File: config.mk
export PLATFORM = sky130hd
export DESIGN_NAME = bus_combine
export DESIGN_NICKNAME = d
export VERILOG_FILES = /design/src/logic/bus60x_pkg.sv /design/src/logic/bus_combine.sv
export SDC_FILE = /design/constraint.sdc
export NUM_CORES = 1
export LEC_CHECK = 0
export BUFFER_PORTS_ARGS = -buffer_cell sky130_fd_sc_hd__buf_2
export CORE_AREA = 2 2 128 130
export DETAILED_ROUTE_END_ITERATION = 10
export DIE_AREA = 0 0 130 132
export SLEW_MARGIN = 5
export SYNTH_ARGS = -nofsm -noshare
export SYNTH_HDL_FRONTEND = slang
export SYNTH_SLANG_ARGS = --single-unit
File: constraint.sdc
create_clock -name vclk -period 3.1
set_input_delay 0.62 -clock vclk [all_inputs]
set_output_delay 0.62 -clock vclk [all_outputs]
set_load 0.01 [all_outputs]
File: src/logic/bus60x_pkg.sv
// shared widths, transfer types and bus drive structs; imported by every bus module
package bus60x_pkg;

   localparam int addr_w      = 32;                    // address bus width
   localparam int data_w      = 64;                    // data bus width, one double word
   localparam int mem_words   = 256;                   // memory depth in double words
   localparam int burst_beats = 4;                     // beats in a burst data tenure
   localparam int aack_lat    = 2;                     // ts to aack in cycles
   localparam int beat_w      = $clog2(burst_beats);   // beat counter width
   localparam int widx_w      = $clog2(mem_words);     // memory word index width
   localparam int dw_lsb      = $clog2(data_w / 8);    // byte offset bits inside a double word
   localparam int lat_w       = $clog2(aack_lat + 1);  // aack delay counter width

   // 60x style codes: bit 3 set for reads, bit 2 set for bursts
   typedef enum logic [4:0] {
      tt_write       = 5'b00010,
      tt_write_burst = 5'b00110,
      tt_read        = 5'b01010,
      tt_read_burst  = 5'b01110
   } tt_e;

   typedef enum logic [1:0] {
      arb_idle,                                        // address bus free
      arb_granted,                                     // bg out for one cycle
      arb_tenure                                       // waiting for aack
   } arb_state_e;

   typedef struct packed {
      logic              ts;                           // transfer start
      logic              abb;                          // address bus busy
      tt_e               tt;                           // transfer type
      logic [addr_w-1:0] addr;
      logic [3:0]        ap;                           // odd parity, one bit per address byte
   } addr_bus_s;

   typedef struct packed {
      logic              dbb;                          // data bus busy
      logic [data_w-1:0] data;
      logic              with_data;                    // write data valid on data
   } data_bus_s;

   typedef struct packed {
      tt_e                                 tt;
      logic [addr_w-1:0]                   addr;
      logic [burst_beats-1:0][data_w-1:0]  wdata;      // singles use beat 0
   } cmd_s;

   function automatic logic [3:0] addr_parity(input logic [addr_w-1:0] addr);
      logic [3:0] p;
      for (int i = 0; i < 4; i++) begin
         p[i] = ~^addr[8*i +: 8];                      // odd parity per byte
      end
      return p;
   endfunction

   function automatic logic is_burst(input tt_e tt);
      return tt[2];
   endfunction

   function automatic logic is_write(input tt_e tt);
      return !tt[3];
   endfunction

endpackage

File: src/logic/bus_combine.sv
// merges the masters' address and data drives onto the shared bus and flags address parity errors
`timescale 1ns/100ps

module bus_combine import bus60x_pkg::*; (
   input  addr_bus_s abus0,                             // master 0 address drive
   input  addr_bus_s abus1,                             // master 1 address drive
   input  data_bus_s dbus0,
   input  data_bus_s dbus1,
   output addr_bus_s abus,                              // merged address bus
   output data_bus_s dbus,                              // merged data bus
   output logic      ape                                // address parity error
);

   logic [3:0] ap_calc;                                 // parity rebuilt from the merged address
   logic [3:0] ap_err;                                  // per byte mismatch

   // idle masters drive all zeros, so OR stands in for the wired bus
   always_comb begin
      abus = addr_bus_s'(abus0 | abus1);
      dbus = data_bus_s'(dbus0 | dbus1);
   end

   assign ap_calc = addr_parity(abus.addr);
   assign ap_err  = ap_calc ^ abus.ap;

   // only checked in the ts cycle, when the address is fresh
   assign ape = abus.ts && (|ap_err);

endmodule

==> flow_metrics.py <==
metrics = {
    "run_status": {
        "run_status": "finished clean",
    },
    "synth": {
        "synth_xor_xnor_area_share_pct": 31.6,
        "synth_top_family_by_area": "simple AND/OR/NAND/NOR gates",
        "netlist_top_cells_count": "or2_2, xor2_1, or2_1",
        "synthCells": 138,
        "synthTopCellsByArea": "or2_2, xor2_1, or2_1, xnor3_1, xor2_2",
        "yosysWarnings": 0,
        "synth_compound_area_share_pct": 1.10,
        "yosysTopAreaCell": "or2_2",
        "synth_top_cell_area_share_pct": 55.1,
        "synthAdderAreaFrac_pct": 0,
        "ys_seq_area_share_pct": 0,
        "synthSimpleGateAreaFrac_pct": 67.3,
        "syn_area_um2": 1020,
        "synth_fp_nets": 356,
        "yosysMostFrequentCell": "or2_2",
        "synth_cell_type_count": 7,
        "synth.area.mux_share_pct": 0,
        "syn_area_per_cell_um2": 7.40,
    },
    "timing": {
        "fmax_ghz": 0.337,
        "slew_headroom_pct": 77.5,
        "finalSetupViolCount": 0,
        "rsz0062_at_grt": "no",
        "fin_crit_ps": 2970,
        "slew_viol_final": 0,
        "max_slew.worst_pin.slew_ps": 336,
        "hold_viol": 0,
        "fin_ws_ps": 129,
        "fin_crit_sh_pct": 95.8,
        "tns_ps": 0,
    },
    "finish": {
        "drive_gt1_share_pct": 90.8,
        "fin_nets": 686,
        "final.clkbuf_count": 0,
        "syn_to_final_growth_pct": 188,
        "n_sequential_cell": 0,
        "seq_area_um2": 0,
        "multi_input_area_um2": 1020,
        "fillers": 1814,
    },
    "hold_path": {
        "worstHoldPathType": "primary input to primary output",
    },
    "setup_path": {
        "end_kind": "primary output",
        "max_stage_delay_ps": 400,
        "critPathMaxFanout": 2,
        "worstSetupPathType": "primary input to primary output",
        "path_cells": "buf_2, or2_2, xor2_1, xor2_1, xnor3_1, o41a_1, buf_2",
        "arrival_ps": 2350,
        "worstPathBufferInverterCount": 2,
        "crit_required_ps": 2480,
        "cp-start-kind": "primary input",
        "path_delay_family": "XOR/XNOR gates",
        "slowest_stage": "o41a_1",
    },
    "drt": {
        "drt_first_pass_iters": 3,
        "vias": 2117,
        "drc": 0,
        "wl_um": 6680,
        "wl_per_cell_um": 9.78,
        "drtIter0Drc": 13,
        "viasPerCell": 3.10,
        "antenna_left": 0,
    },
    "placement": {
        "io_buffers": 328,
        "pre_cts_slack_ps": 90.9,
        "hpwl_um": 6530,
        "finalWeightedCongestion": 0.794,
    },
    "global_route": {
        "grt_usage_pct": 6.49,
        "first_global_vias": 1947,
        "grt_antenna_before_repair": 1,
        "grt-ovfl-total": 0,
        "grt_max_degree": 3,
        "grt_first_pass_wirelength_um": 8860,
    },
    "power_and_ir_drop": {
        "power.density_nw_per_um2": 136,
        "finalPower_w": 0.000399,
        "peakVddDrop_mv": 0.0490,
        "leakage_nw": 1.60,
    },
    "clocking": {
        "hold_buffers": 0,
        "cts_setup_buffers": 0,
        "cts_resized": 0,
    },
    "floorplanning": {
        "coreArea_um2": 15700,
        "start_util_pct": 6.50,
        "num_rows": 46,
        "dieArea_um2": 17200,
        "io_pins": 328,
        "dieHeight_um": 132,
        "chipWidth_um": 130,
    },
    "flow_run": {
        "drv_cap": 0,
    },
}
[where the power goes]
part	total [W]	switching [W]	internal [W]
registers	0	0	0
clock network	0.0000000000431	0	0.0000000000431
logic	0.000399	0.000157	0.000242
total	0.000399	0.000157	0.000242
[logic make-up (layout without fill, tap and decap cells)]
| kind of cell | count (synthesis) | in the layout |
|---|---|---|
| AO/OA/AOI/OAI | 1 | 1 |
| buffers and inverters | 0 | 328 |
| XOR/XNOR | 28 | 28 |
| AND/OR/NAND/NOR | 109 | 109 |
| other | 0 | 1 |
[layer usage]
metal	part of all wire [%]	track usage, %	up-vias
met4	0.55	0.358	0
met1	31	5.59	862
li1	-	-	1081
met3	11	0.609	2
met2	58	15.4	172
met5	0	0	-
[worst min-delay path, delay by kind of cell]
family                 cells  cell delay (ps)
buffers and inverters      2              180
and+or+nand+nor            1               80
[cell usage in the layout (no fill, tap or decap)]
cell type  Yosys  layout
or2_1         17      17
or2_4          2       2
xor2_2         3       3
xnor3_1        4       4
or2_2         90      90
xor2_1        21      21
buf_2          0     328
diode_2        0       1
o41a_1         1       1
[per-stage QoR]
stage	util (%)	hold slack (ps)	instance area [µm²]	std cells
after floorplan	-	1340	1020	138
after global placement	18.7	1500	2930	682
after detailed placement	18.7	1500	2930	682
after CTS	18.7	1500	2930	682
after global routing	18.7	1510	2940	683
final	18.7	1500	2940	683
[area by class of cell]
class / instances / area share, %
Tap cell: 216 / 9.21
Timing Repair Buffer: 328 / 55.9
Antenna cell: 1 / 0.0853
Multi-Input combinational cell: 138 / 34.8
[worst paths after layout]
check / startpoint / end / slack, ps / cells after the start
hold / removal: dbus0[53] / dbus[53] / 1500 / 3
setup / recovery: abus1[6] / ape / 130 / 7
(Power assumes the default switching activity.)
