==> config.mk <==
export PLATFORM = sky130hd
export DESIGN_NAME = bus_master_port
export DESIGN_NICKNAME = d
export VERILOG_FILES = /design/src/logic/bus60x_pkg.sv /design/src/logic/bus_master_port.sv
export SDC_FILE = /design/constraint.sdc
export NUM_CORES = 1
export LEC_CHECK = 0
export BUFFER_PORTS_ARGS = -buffer_cell sky130_fd_sc_hd__buf_2
export CAP_MARGIN = 5
export CORE_AREA = 2 2 211 213
export CTS_CLUSTER_SIZE = 28
export DETAILED_ROUTE_END_ITERATION = 10
export DIE_AREA = 0 0 213 215
export PLACE_DENSITY = 0.61
export SETUP_SLACK_MARGIN = 0.02
export SLEW_MARGIN = 5
export SYNTH_ARGS = -nofsm -noshare
export SYNTH_HDL_FRONTEND = slang
export SYNTH_SLANG_ARGS = --single-unit
==> constraint.sdc <==
create_clock -name clk -period 11.1 [get_ports clk]
set_input_delay 1.665 -clock clk [delete_from_list [all_inputs] [get_ports clk]]
set_output_delay 1.665 -clock clk [all_outputs]
set_load 0.05 [all_outputs]
==> src/logic/bus60x_pkg.sv <==
// shared widths, transfer types and bus drive structs; imported by every bus module
package bus60x_pkg;

   localparam int addr_w      = 32;                    // address bus width
   localparam int data_w      = 64;                    // data bus width, one double word
   localparam int mem_words   = 256;                   // memory depth in double words
   localparam int burst_beats = 4;                     // beats in a burst data tenure
   localparam int aack_lat    = 2;                     // ts to aack in cycles
   localparam int beat_w      = $clog2(burst_beats);   // beat counter width
   localparam int widx_w      = $clog2(mem_words);     // memory word index width
   localparam int dw_lsb      = $clog2(data_w / 8);    // byte offset bits inside a double word
   localparam int lat_w       = $clog2(aack_lat + 1);  // aack delay counter width

   // 60x style codes: bit 3 set for reads, bit 2 set for bursts
   typedef enum logic [4:0] {
      tt_write       = 5'b00010,
      tt_write_burst = 5'b00110,
      tt_read        = 5'b01010,
      tt_read_burst  = 5'b01110
   } tt_e;

   typedef enum logic [1:0] {
      arb_idle,                                        // address bus free
      arb_granted,                                     // bg out for one cycle
      arb_tenure                                       // waiting for aack
   } arb_state_e;

   typedef struct packed {
      logic              ts;                           // transfer start
      logic              abb;                          // address bus busy
      tt_e               tt;                           // transfer type
      logic [addr_w-1:0] addr;
      logic [3:0]        ap;                           // odd parity, one bit per address byte
   } addr_bus_s;

   typedef struct packed {
      logic              dbb;                          // data bus busy
      logic [data_w-1:0] data;
      logic              with_data;                    // write data valid on data
   } data_bus_s;

   typedef struct packed {
      tt_e                                 tt;
      logic [addr_w-1:0]                   addr;
      logic [burst_beats-1:0][data_w-1:0]  wdata;      // singles use beat 0
   } cmd_s;

   function automatic logic [3:0] addr_parity(input logic [addr_w-1:0] addr);
      logic [3:0] p;
      for (int i = 0; i < 4; i++) begin
         p[i] = ~^addr[8*i +: 8];                      // odd parity per byte
      end
      return p;
   endfunction

   function automatic logic is_burst(input tt_e tt);
      return tt[2];
   endfunction

   function automatic logic is_write(input tt_e tt);
      return !tt[3];
   endfunction

endpackage

==> src/logic/bus_master_port.sv <==
// one bus master: takes a command, requests the bus, runs address and data tenures
`timescale 1ns/100ps

module bus_master_port import bus60x_pkg::*; (
   input  logic              clk,
   input  logic              rst_n,
   input  logic              cmd_valid,
   input  cmd_s              cmd,
   output logic              cmd_ready,
   output logic              br,
   input  logic              bg,
   input  logic              dbg,                           // own data bus grant
   input  logic              aack,
   input  logic              ta,
   input  logic [data_w-1:0] rdata_bus,                     // read data from memory
   output addr_bus_s         abus,
   output data_bus_s         dbus,
   output logic              done,
   output logic [data_w-1:0] rdata
);

   typedef enum logic [2:0] {
      mp_idle,                                              // ready for a command
      mp_req,                                               // br up, waiting bg
      mp_start,                                             // ts cycle
      mp_addr,                                              // address held until aack
      mp_data                                               // waiting dbg, then beats
   } mp_state_e;

   mp_state_e         state;
   cmd_s              cmd_q;                                // latched command
   logic [beat_w-1:0] beat;
   logic              wr;
   logic              my_ta;                                // ta for our own tenure
   logic              last;

   assign wr        = is_write(cmd_q.tt);
   assign my_ta     = ta && dbg && (state == mp_data);
   assign last      = beat == (is_burst(cmd_q.tt) ? beat_w'(burst_beats - 1) : '0);
   assign cmd_ready = (state == mp_idle);
   assign br        = (state == mp_req);

   always_ff @(posedge clk or negedge rst_n) begin
      if (!rst_n) begin
         state <= mp_idle;
         beat  <= '0;
         done  <= 1'b0;
      end else begin
         done <= my_ta && (!wr || last);                    // every read beat, last write beat
         case (state)
            mp_idle: begin
               beat <= '0;
               if (cmd_valid) begin
                  state <= mp_req;
               end
            end
            mp_req:   if (bg) state <= mp_start;
            mp_start: state <= mp_addr;
            mp_addr:  if (aack) state <= mp_data;
            mp_data: begin
               if (my_ta) begin
                  if (last) begin
                     state <= mp_idle;
                  end else begin
                     beat <= beat + 1'b1;                   // next write word
                  end
               end
            end
            default: state <= mp_idle;
         endcase
      end
   end

   always_ff @(posedge clk) begin
      if (cmd_valid && cmd_ready) begin
         cmd_q <= cmd;
      end
      if (my_ta && !wr) begin
         rdata <= rdata_bus;
      end
   end

   // drive zeros when not owner so the OR merge sees only the owner
   always_comb begin
      abus = '0;
      if (state == mp_start || state == mp_addr) begin
         abus.ts   = (state == mp_start);
         abus.abb  = 1'b1;
         abus.tt   = cmd_q.tt;
         abus.addr = cmd_q.addr;
         abus.ap   = addr_parity(cmd_q.addr);
      end
   end

   always_comb begin
      dbus = '0;
      if (state == mp_data && dbg) begin
         dbus.dbb       = 1'b1;
         dbus.with_data = wr;
         dbus.data      = wr ? cmd_q.wdata[beat] : '0;
      end
   end

endmodule

==> metrics <==
number of antenna violations at the first check in global routing 23; Power Density 221.8 nW/um2; post-synthesis cell area 13640 um2; placer congestion estimate between 0.8 and 0.9; final WL 36280 um; synth unique cells 31; LEAKAGE 6.935 nW; detailed-route wire length per cell roughly 20 um; crit path DAT 3.38 ns; Layout area overhead 32.82%; Placeable Area ~44000 um2; Filler Cells Inserted 3987; I/O Pins 540; CTS tree done; sequential fraction of the synthesis area 0.7971; H-Tree Depth 2; total number of vias 7933; final critical-path required period 5.044 ns; setup TNS 0 ns; DR DRC count 0; worst min-delay path class register to register; TritonCTS Sinks around 360; Final setup viols 0; Root Driver clkbuf_16; vias in the first global route 8541; placed insts 1732; first-pass GRT wire length approximately 50000 um; RSZ-0062 raised after global routing no; Synth top area share 0.7861; effective utilization at floorplan 0.3125; Mean Syn Cell Area 21.82 um2; Ys Warns 0; number of synthesized flops with an enable pin between 300 and 400; Worst setup SP type register; Crit Path Category register to primary output; ANT nets after route 0; largest net degree at the start of global routing 165; clock skew 0.03400 ns; via-per-instance ratio ~4.4; Slew @ Worst Pin 0.9818 ns; port bufs 539; Longest Clk Path Bufs 3; Max Freq 198.3 MHz; leading area contributor after synthesis edfxtp_1; Nets 1546; cts repair resizes 0; post-layout instance area 18110 um2; hold_ws between 0.6 and 0.7 ns; clock-pin slew on the worst setup and hold paths about 0.060 ns; #FFs+latches synth between 300 and 400; postcts setup bufs 0; Die Y 215 um; die width 213 um; Syn Nets 989; Post-Syn Instances 625; Worst EP required 9.44 ns; Synth async-reset ratio 0.01653; initial drt markers 465; Setup crit end kind primary output; Placed Instance Area 16930 um2; Rel. slew slack 0.3455; status finished clean; Final Max Slew Viols 0; layout cells sized above 1 0.5510; final period utilization 0.4544; final setup margin 6.056 ns; most common cell in the netlist edfxtp_1; final hold violations 0; largest cells by area after synthesis edfxtp_1 (79%), mux4_2 (11%), nor2b_1 (2.8%), and2_1 (1.7%), xnor2_1 (1.5%); FP Rows 77; FF-to-FF setup slack 8.27 ns; total gr overflow 0; ys flop type edfxtp_1; Post-Place Worst Slack 6.300 ns; Clock Latency Late Sink 0.57 ns; Max Cap Viol 0; VDD IR max about 0.20 mV; Synth top cells by count edfxtp_1 (357), mux4_2 (64), nor2b_1 (61); TritonCTS Buffers 40; Die Area 45800 um2; Total Power 4.017 mW; DP HPWL 26080 um; DR pass1 iterations 4; GR Util All Layers 0.1541; Post-Layout Cell Count 1813; Final Util 0.4150; critical path fanouts, max 45; hold_buf cts 0
cells in the final DEF, fill, tap and decap left out, types with 5 or more instances in the layout:
cell type,Yosys,routed
and2_1,38,37
edfxtp_1,357,357
clkbuf_16,0,40
nor2_1,5,5
xnor2_1,24,24
buf_2,8,539
nor2b_1,61,61
clkbuf_1,6,13
clkinv_1,0,7
mux4_2,64,64
diode_2,0,14
final cells by class:
class | instances | area [um2] | share of cell area
Multi-Input combinational cell | 230 | 2554 | 0.1410
Clock inverter | 14 | 97.59 | 0.005388
Sequential cell | 363 | 10880 | 0.6005
Timing Repair Buffer | 544 | 2748 | 0.1517
Tap cell | 592 | 740.7 | 0.04089
Antenna cell | 14 | 35.03 | 0.001934
Clock buffer | 53 | 1050 | 0.05795
Inverter | 3 | 11.26 | 0.0006217
state kept, by name, summed over array words and instances, names as in the netlist:
name,cells
beat,2
state,3
cmd_q,293
done,1
rdata,64
kinds of logic (layout without fill, tap and decap cells):
kind of cell              count (synthesis)  after routing  synth area share
AOI/OAI and AO/OA                        11             11          0.004954
xor gates and xnor gates                 28             28           0.01798
buffers and inverters                    32            614           0.01651
DFF                                     363            363            0.7971
muxes                                    65             65            0.1064
other                                     0             14                 0
and+or+nand+nor                         126            126           0.05707
power by group:
group	leakage, nW	switching (mW)	internal (mW)	total [mW]
Sequential	3.36	0.0898	1.82	1.91
Combinational	3.02	0.598	0.321	0.918
Clock	0.552	0.527	0.665	1.19
per-layer routing:
layer  routed length, um  global-route usage  vias to the layer above  part of all wire
met5                  90                   0                        -            0.0025
met4                1146             0.07133                       14             0.032
met3                3543             0.06284                       82             0.098
met2               18680              0.2676                      356              0.51
met1               12820              0.1615                     3881              0.35
li1                    -                   -                     3600                 -
path summary, 6_finish.rpt:
check,startpoint,endpoint,cells after the start
min in group asynchronous,rst_n,beat[0],1
worst min register to register,cmd_q[291],done,1
worst min-delay path,cmd_q[291],done,1
max in group asynchronous,rst_n,state[2],1
worst max-delay path,beat[0],dbus[1],4
worst max register to register,state[2],cmd_q[43],3
worst max-delay path, stage by stage, from the launching register on:
cell     delay, ns
dfrtp_4       0.79
buf_4         0.83
mux4_2        0.70
nor2b_1       0.17
buf_2         0.25
(Power assumes the default switching activity.)
