[src/logic/bus60x_pkg.sv]
// shared widths, transfer types and bus drive structs; imported by every bus module
package bus60x_pkg;

   localparam int addr_w      = 32;                    // address bus width
   localparam int data_w      = 64;                    // data bus width, one double word
   localparam int mem_words   = 256;                   // memory depth in double words
   localparam int burst_beats = 4;                     // beats in a burst data tenure
   localparam int aack_lat    = 2;                     // ts to aack in cycles
   localparam int beat_w      = $clog2(burst_beats);   // beat counter width
   localparam int widx_w      = $clog2(mem_words);     // memory word index width
   localparam int dw_lsb      = $clog2(data_w / 8);    // byte offset bits inside a double word
   localparam int lat_w       = $clog2(aack_lat + 1);  // aack delay counter width

   // 60x style codes: bit 3 set for reads, bit 2 set for bursts
   typedef enum logic [4:0] {
      tt_write       = 5'b00010,
      tt_write_burst = 5'b00110,
      tt_read        = 5'b01010,
      tt_read_burst  = 5'b01110
   } tt_e;

   typedef enum logic [1:0] {
      arb_idle,                                        // address bus free
      arb_granted,                                     // bg out for one cycle
      arb_tenure                                       // waiting for aack
   } arb_state_e;

   typedef struct packed {
      logic              ts;                           // transfer start
      logic              abb;                          // address bus busy
      tt_e               tt;                           // transfer type
      logic [addr_w-1:0] addr;
      logic [3:0]        ap;                           // odd parity, one bit per address byte
   } addr_bus_s;

   typedef struct packed {
      logic              dbb;                          // data bus busy
      logic [data_w-1:0] data;
      logic              with_data;                    // write data valid on data
   } data_bus_s;

   typedef struct packed {
      tt_e                                 tt;
      logic [addr_w-1:0]                   addr;
      logic [burst_beats-1:0][data_w-1:0]  wdata;      // singles use beat 0
   } cmd_s;

   function automatic logic [3:0] addr_parity(input logic [addr_w-1:0] addr);
      logic [3:0] p;
      for (int i = 0; i < 4; i++) begin
         p[i] = ~^addr[8*i +: 8];                      // odd parity per byte
      end
      return p;
   endfunction

   function automatic logic is_burst(input tt_e tt);
      return tt[2];
   endfunction

   function automatic logic is_write(input tt_e tt);
      return !tt[3];
   endfunction

endpackage

[src/logic/bus_arbiter.sv]
// address and data bus arbiter for two masters; grants bg round robin and orders dbg by aack
`timescale 1ns/100ps

module bus_arbiter import bus60x_pkg::*; (
   input  logic       clk,
   input  logic       rst_n,
   input  logic [1:0] br,                                   // bus requests
   input  logic       ts,                                   // merged transfer start
   input  logic       abb,                                  // merged address bus busy
   input  logic       aack,
   input  logic       ta,
   input  logic       burst,                                // merged tt is a burst
   output logic [1:0] bg,
   output logic [1:0] dbg
);

   arb_state_e        state;
   logic              owner;                                // master holding the address bus
   logic              last_gnt;                             // master granted last
   logic              sel;                                  // round robin pick
   logic [1:0]        q_idx;                                // data queue master index, [0] is head
   logic [1:0]        q_bst;                                // data queue burst flag
   logic [1:0]        q_cnt;                                // acknowledged tenures queued
   logic [1:0]        q_cnt_pop;                            // count once the head has left
   logic [beat_w-1:0] beat;                                 // beats done in the head tenure
   logic              push;
   logic              last_beat;
   logic              wr_slot;                              // queue slot for the push

   // the master not granted last wins a tie
   always_comb begin
      if (br[0] && br[1]) begin
         sel = ~last_gnt;
      end else begin
         sel = br[1];
      end
   end

   always_ff @(posedge clk or negedge rst_n) begin
      if (!rst_n) begin
         state    <= arb_idle;
         owner    <= 1'b0;
         last_gnt <= 1'b1;                                  // so master 0 goes first
      end else begin
         case (state)
            arb_idle: begin
               if (|br && !abb && !ts) begin                // bus parked and quiet
                  state    <= arb_granted;
                  owner    <= sel;
                  last_gnt <= sel;
               end
            end
            arb_granted: state <= arb_tenure;               // master starts ts now
            arb_tenure: begin
               if (aack) begin
                  state <= arb_idle;                        // address bus free for the next one
               end
            end
            default: state <= arb_idle;
         endcase
      end
   end

   assign bg = (state == arb_granted) ? (2'b01 << owner) : 2'b00;

   assign push      = (state == arb_tenure) && aack;
   assign last_beat = (q_cnt != 2'd0) && ta
                      && (beat == (q_bst[0] ? beat_w'(burst_beats - 1) : '0));
   assign q_cnt_pop = q_cnt - 2'(last_beat);
   assign wr_slot   = (q_cnt_pop != 2'd0);                  // land behind a waiting entry

   always_ff @(posedge clk or negedge rst_n) begin
      if (!rst_n) begin
         q_cnt <= 2'd0;
         beat  <= '0;
      end else begin
         q_cnt <= q_cnt_pop + 2'(push);
         if (last_beat) begin
            beat <= '0;
         end else if (ta && q_cnt != 2'd0) begin
            beat <= beat + 1'b1;
         end
      end
   end

   // queue payload, a push after a pop overrides slot 0
   always_ff @(posedge clk) begin
      if (last_beat) begin
         q_idx[0] <= q_idx[1];
         q_bst[0] <= q_bst[1];
      end
      if (push) begin
         q_idx[wr_slot] <= owner;
         q_bst[wr_slot] <= burst;
      end
   end

   // dbg holds through the tenure, hands over right after the last ta
   assign dbg = (q_cnt != 2'd0) ? (2'b01 << q_idx[0]) : 2'b00;

endmodule

[config.mk]
export PLATFORM = sky130hd
export DESIGN_NAME = bus_arbiter
export DESIGN_NICKNAME = d
export VERILOG_FILES = /design/src/logic/bus60x_pkg.sv /design/src/logic/bus_arbiter.sv
export SDC_FILE = /design/constraint.sdc
export NUM_CORES = 1
export LEC_CHECK = 0
export BUFFER_PORTS_ARGS = -buffer_cell sky130_fd_sc_hd__buf_2
export CAP_MARGIN = 10
export CORE_AREA = 2 2 39 41
export DETAILED_ROUTE_END_ITERATION = 7
export DIE_AREA = 0 0 41 43
export PLACE_DENSITY = 0.74
export SLEW_MARGIN = 20
export SYNTH_ARGS = -nofsm -noshare
export SYNTH_HDL_FRONTEND = slang
export SYNTH_SLANG_ARGS = --single-unit
[constraint.sdc]
create_clock -name clk -period 3.95 [get_ports clk]
set_clock_uncertainty 0.15 [all_clocks]
set_input_delay 0.395 -clock clk [delete_from_list [all_inputs] [get_ports clk]]
set_output_delay 0.395 -clock clk [all_outputs]
set_load 0.02 [all_outputs]
==> impl_metrics.env <==
export IMPL_status="finished clean"
export IMPL_synth_compound_area_share_pct=14.8
export IMPL_ff2ff_setup_slack_ps=1920
export IMPL_antenna_found_initial=0
export IMPL_slew_violations=0
export IMPL_synth_simple_gate_area_share_pct=17.4
export IMPL_wirelength_um=881
export IMPL_crit_fanout=5
export IMPL_synthMuxAreaShare_pct=1.76
export IMPL_stdcell_area_sq_um=684
export IMPL_worstSetupPathType="reg -> reg"
export IMPL_fin_util_pct=49.5
export IMPL_ios=13
export IMPL_ir_worst_vdd_uv=270
export IMPL_diodes=0
export IMPL_cts_max_level=1
export IMPL_overflow=0
export IMPL_finalNonFillerCells=88
export IMPL_routed_top_layer="met4"
export IMPL_wl_met1_um=375
export IMPL_async_flop_share_pct=66.7
export IMPL_grt_total_usage_pct=12.0
export IMPL_grt_pass1_vias=367
export IMPL_rr_worst_depth=7
export IMPL_cp_required_ps=3950
export IMPL_setup_viol=0
export IMPL_end_kind="flip-flop"
export IMPL_hold_ws_ps=173
export IMPL_power_density_mw_per_mm2=658
export IMPL_die_h_um=43
export IMPL_ant_nets=0
export IMPL_syn2layout_area_growth_pct=20.5
export IMPL_synth_xor_area_share_pct=4.63
export IMPL_worst_pin_slew_ps=339
export IMPL_synthAdderAreaFrac_pct=4.41
export IMPL_synthCells=55
export IMPL_hp_class="in -> reg"
export IMPL_total_power_uw=450
export IMPL_synthTopCellsByCount="dfrtp_1 (7), nor2_1 (7), inv_1 (6)"
export IMPL_synth_edf_count=2
export IMPL_cts_reportedPaths_clkPinSlew_ps=70
export IMPL_nFillCells=140
export IMPL_hp_start="burst"
export IMPL_synth_seq_area_share_pct=53.1
export IMPL_synth_ff_type="dfrtp_1"
export IMPL_drtPass1Iterations=4
export IMPL_startpoint_type="flip-flop"
export IMPL_netlist_area_sq_um=568
export IMPL_wl_met3_um=61
export IMPL_routed_via_density=4.85
export IMPL_grt_max_degree=9
export IMPL_r2r_start="beat[0]"
export IMPL_period_minus_slack_ps=2030
export IMPL_pre_cts_slack_ps=1910
export IMPL_die_area_sq_mm=0.00176
export IMPL_gp_congestion=0.659
export IMPL_period_share_pct=51.4
export IMPL_hpwl_um=740
export IMPL_synth_top_family_by_area="simple AND/OR/NAND/NOR gates"
export IMPL_ys_seq_elements=12
export IMPL_drive_gt1_share_pct=26.4
export IMPL_portBuffers=12
export IMPL_clockRootBuffer="clkbuf_4"
export IMPL_syn_nets=66
export IMPL_clk_path_buf_depth=2
export IMPL_rsz0062_at_grt="no"
export IMPL_route_detailed_drc=0
export IMPL_timing_final_ws_setup_ps=1920
export IMPL_whs_endpoint="q_bst[1]"
export IMPL_postSynthAreaPerCell_sq_um=10.3
export IMPL_cp_arrival_ps=2030
export IMPL_nNetsFinal=84
export IMPL_wl_per_cell_um=10.0
export IMPL_dr_wl_met2_um=429
export IMPL_maxSlewHeadroom_pct=77.2
export IMPL_yosys_area_top_type="dfrtp_1"
export IMPL_die_x_um=41
export IMPL_rows=14
export IMPL_drv_cap=0
export IMPL_cts_buffers=3
export IMPL_synth_top_cell_area_share_pct=30.8
export IMPL_synth_distinct_cells=26
export IMPL_cts_tree="built"
export IMPL_start_util_pct=41.0
export IMPL_leakagePower_nw=0.316
export IMPL_ys_top_cells_by_area="dfrtp_1 (31%), edfxtp_1 (11%), dfxtp_1 (7.0%), dfstp_2 (4.6%), nor2_1 (4.6%)"
export IMPL_clk_latency_ps=260
export IMPL_placed_area_sq_um=648
export IMPL_holdPathStages=1
export IMPL_grt_pass1_wl_mm=1.41
export IMPL_tns_ps=0
export IMPL_rr_endpoint="q_bst[0]"
export IMPL_core_area_sq_mm=0.00138
export IMPL_cts_sinks=12
export IMPL_first_iter_violations=4
export IMPL_routed_via_count=427
export IMPL_clock_fmax_mhz=493
export IMPL_place_inst=83
export IMPL_ys_warn_count=0
export IMPL_hold_viol_final=0
-- worst max path at each step --
stage                       start        to  slack [ps]
after detailed placement  beat[0]  q_bst[0]        1910
after global placement    beat[0]  q_bst[0]        1960
final                     beat[0]  q_bst[0]        1920
after global routing      beat[0]  q_bst[0]        1780
after floorplan           beat[0]  q_bst[0]        2010
after CTS                 beat[0]  q_bst[0]        1900
-- state kept, by name (all words and copies together) (netlist names) --
signal and cells:
beat 2, last_gnt 1, owner 1, q_bst 2, q_cnt 2, q_idx 2
state 2
-- layout by cell type, fill, tap and decap left out --
master / n
nor3_1: 1
or3_1: 1
nand2_1: 2
a21o_2: 1
nor2_1: 7
o211ai_1: 1
nor2b_1: 1
dfxtp_1: 2
ha_1: 2
o21ai_1: 1
nand2b_1: 2
o21a_1: 2
nor4_1: 1
edfxtp_1: 2
o21ai_0: 4
dfstp_2: 1
xnor2_1: 3
or3_4: 1
nand3_1: 2
a21oi_4: 1
mux2i_1: 1
clkbuf_4: 3
inv_1: 6
clkbuf_1: 1
nand3b_1: 1
a21oi_1: 1
dlygate4sd3_1: 1
a31oi_1: 1
dfrtp_1: 7
buf_2: 12
-- final cells by class --
| cell class | instances | area (sq um) | share of cell area (%) |
|---|---|---|---|
| Sequential cell | 12 | 302 | 44.1 |
| Inverter | 6 | 22.5 | 3.29 |
| Timing Repair Buffer | 13 | 70.1 | 10.2 |
| Multi-Input combinational cell | 37 | 244 | 35.6 |
| Clock buffer | 4 | 26.3 | 3.84 |
| Tap cell | 16 | 20.0 | 2.93 |
-- what timing repair did --
action                    in CTS  in global routing
hold endpoints to repair       7                  0
buffers inserted               0                  0
hold buffers                   1                  0
gates resized for setup        0                  0
-- worst max-delay path, stage by stage, from the launching register on --
cell     delay [ps]
dfrtp_1         420
or3_4           400
a21oi_4         180
ha_1            140
inv_1            60
or3_1           420
nor2_1          110
a31oi_1          50
-- cell families after synthesis --
family,after synthesis
flip-flops,12
multiplexers,1
AO/OA/AOI/OAI,12
XOR/XNOR,3
adder cells (fa/ha/maj),2
AND/OR/NAND/NOR,19
buffers and inverters,6
-- routing by layer --
layer,GRT usage [%],vias up
met1,14.6,189
met4,6.00,0
li1,-,222
met5,0,-
met3,3.14,2
met2,18.8,14
-- report_power, final --
| part | total, mW | internal (mW) | switching [mW] | leakage [nW] |
|---|---|---|---|---|
| clock network | 0.0743 | 0.0390 | 0.0353 | 0.0150 |
| logic | 0.159 | 0.0760 | 0.0833 | 0.169 |
| registers | 0.217 | 0.171 | 0.0457 | 0.132 |
(Power assumes the default switching activity.)
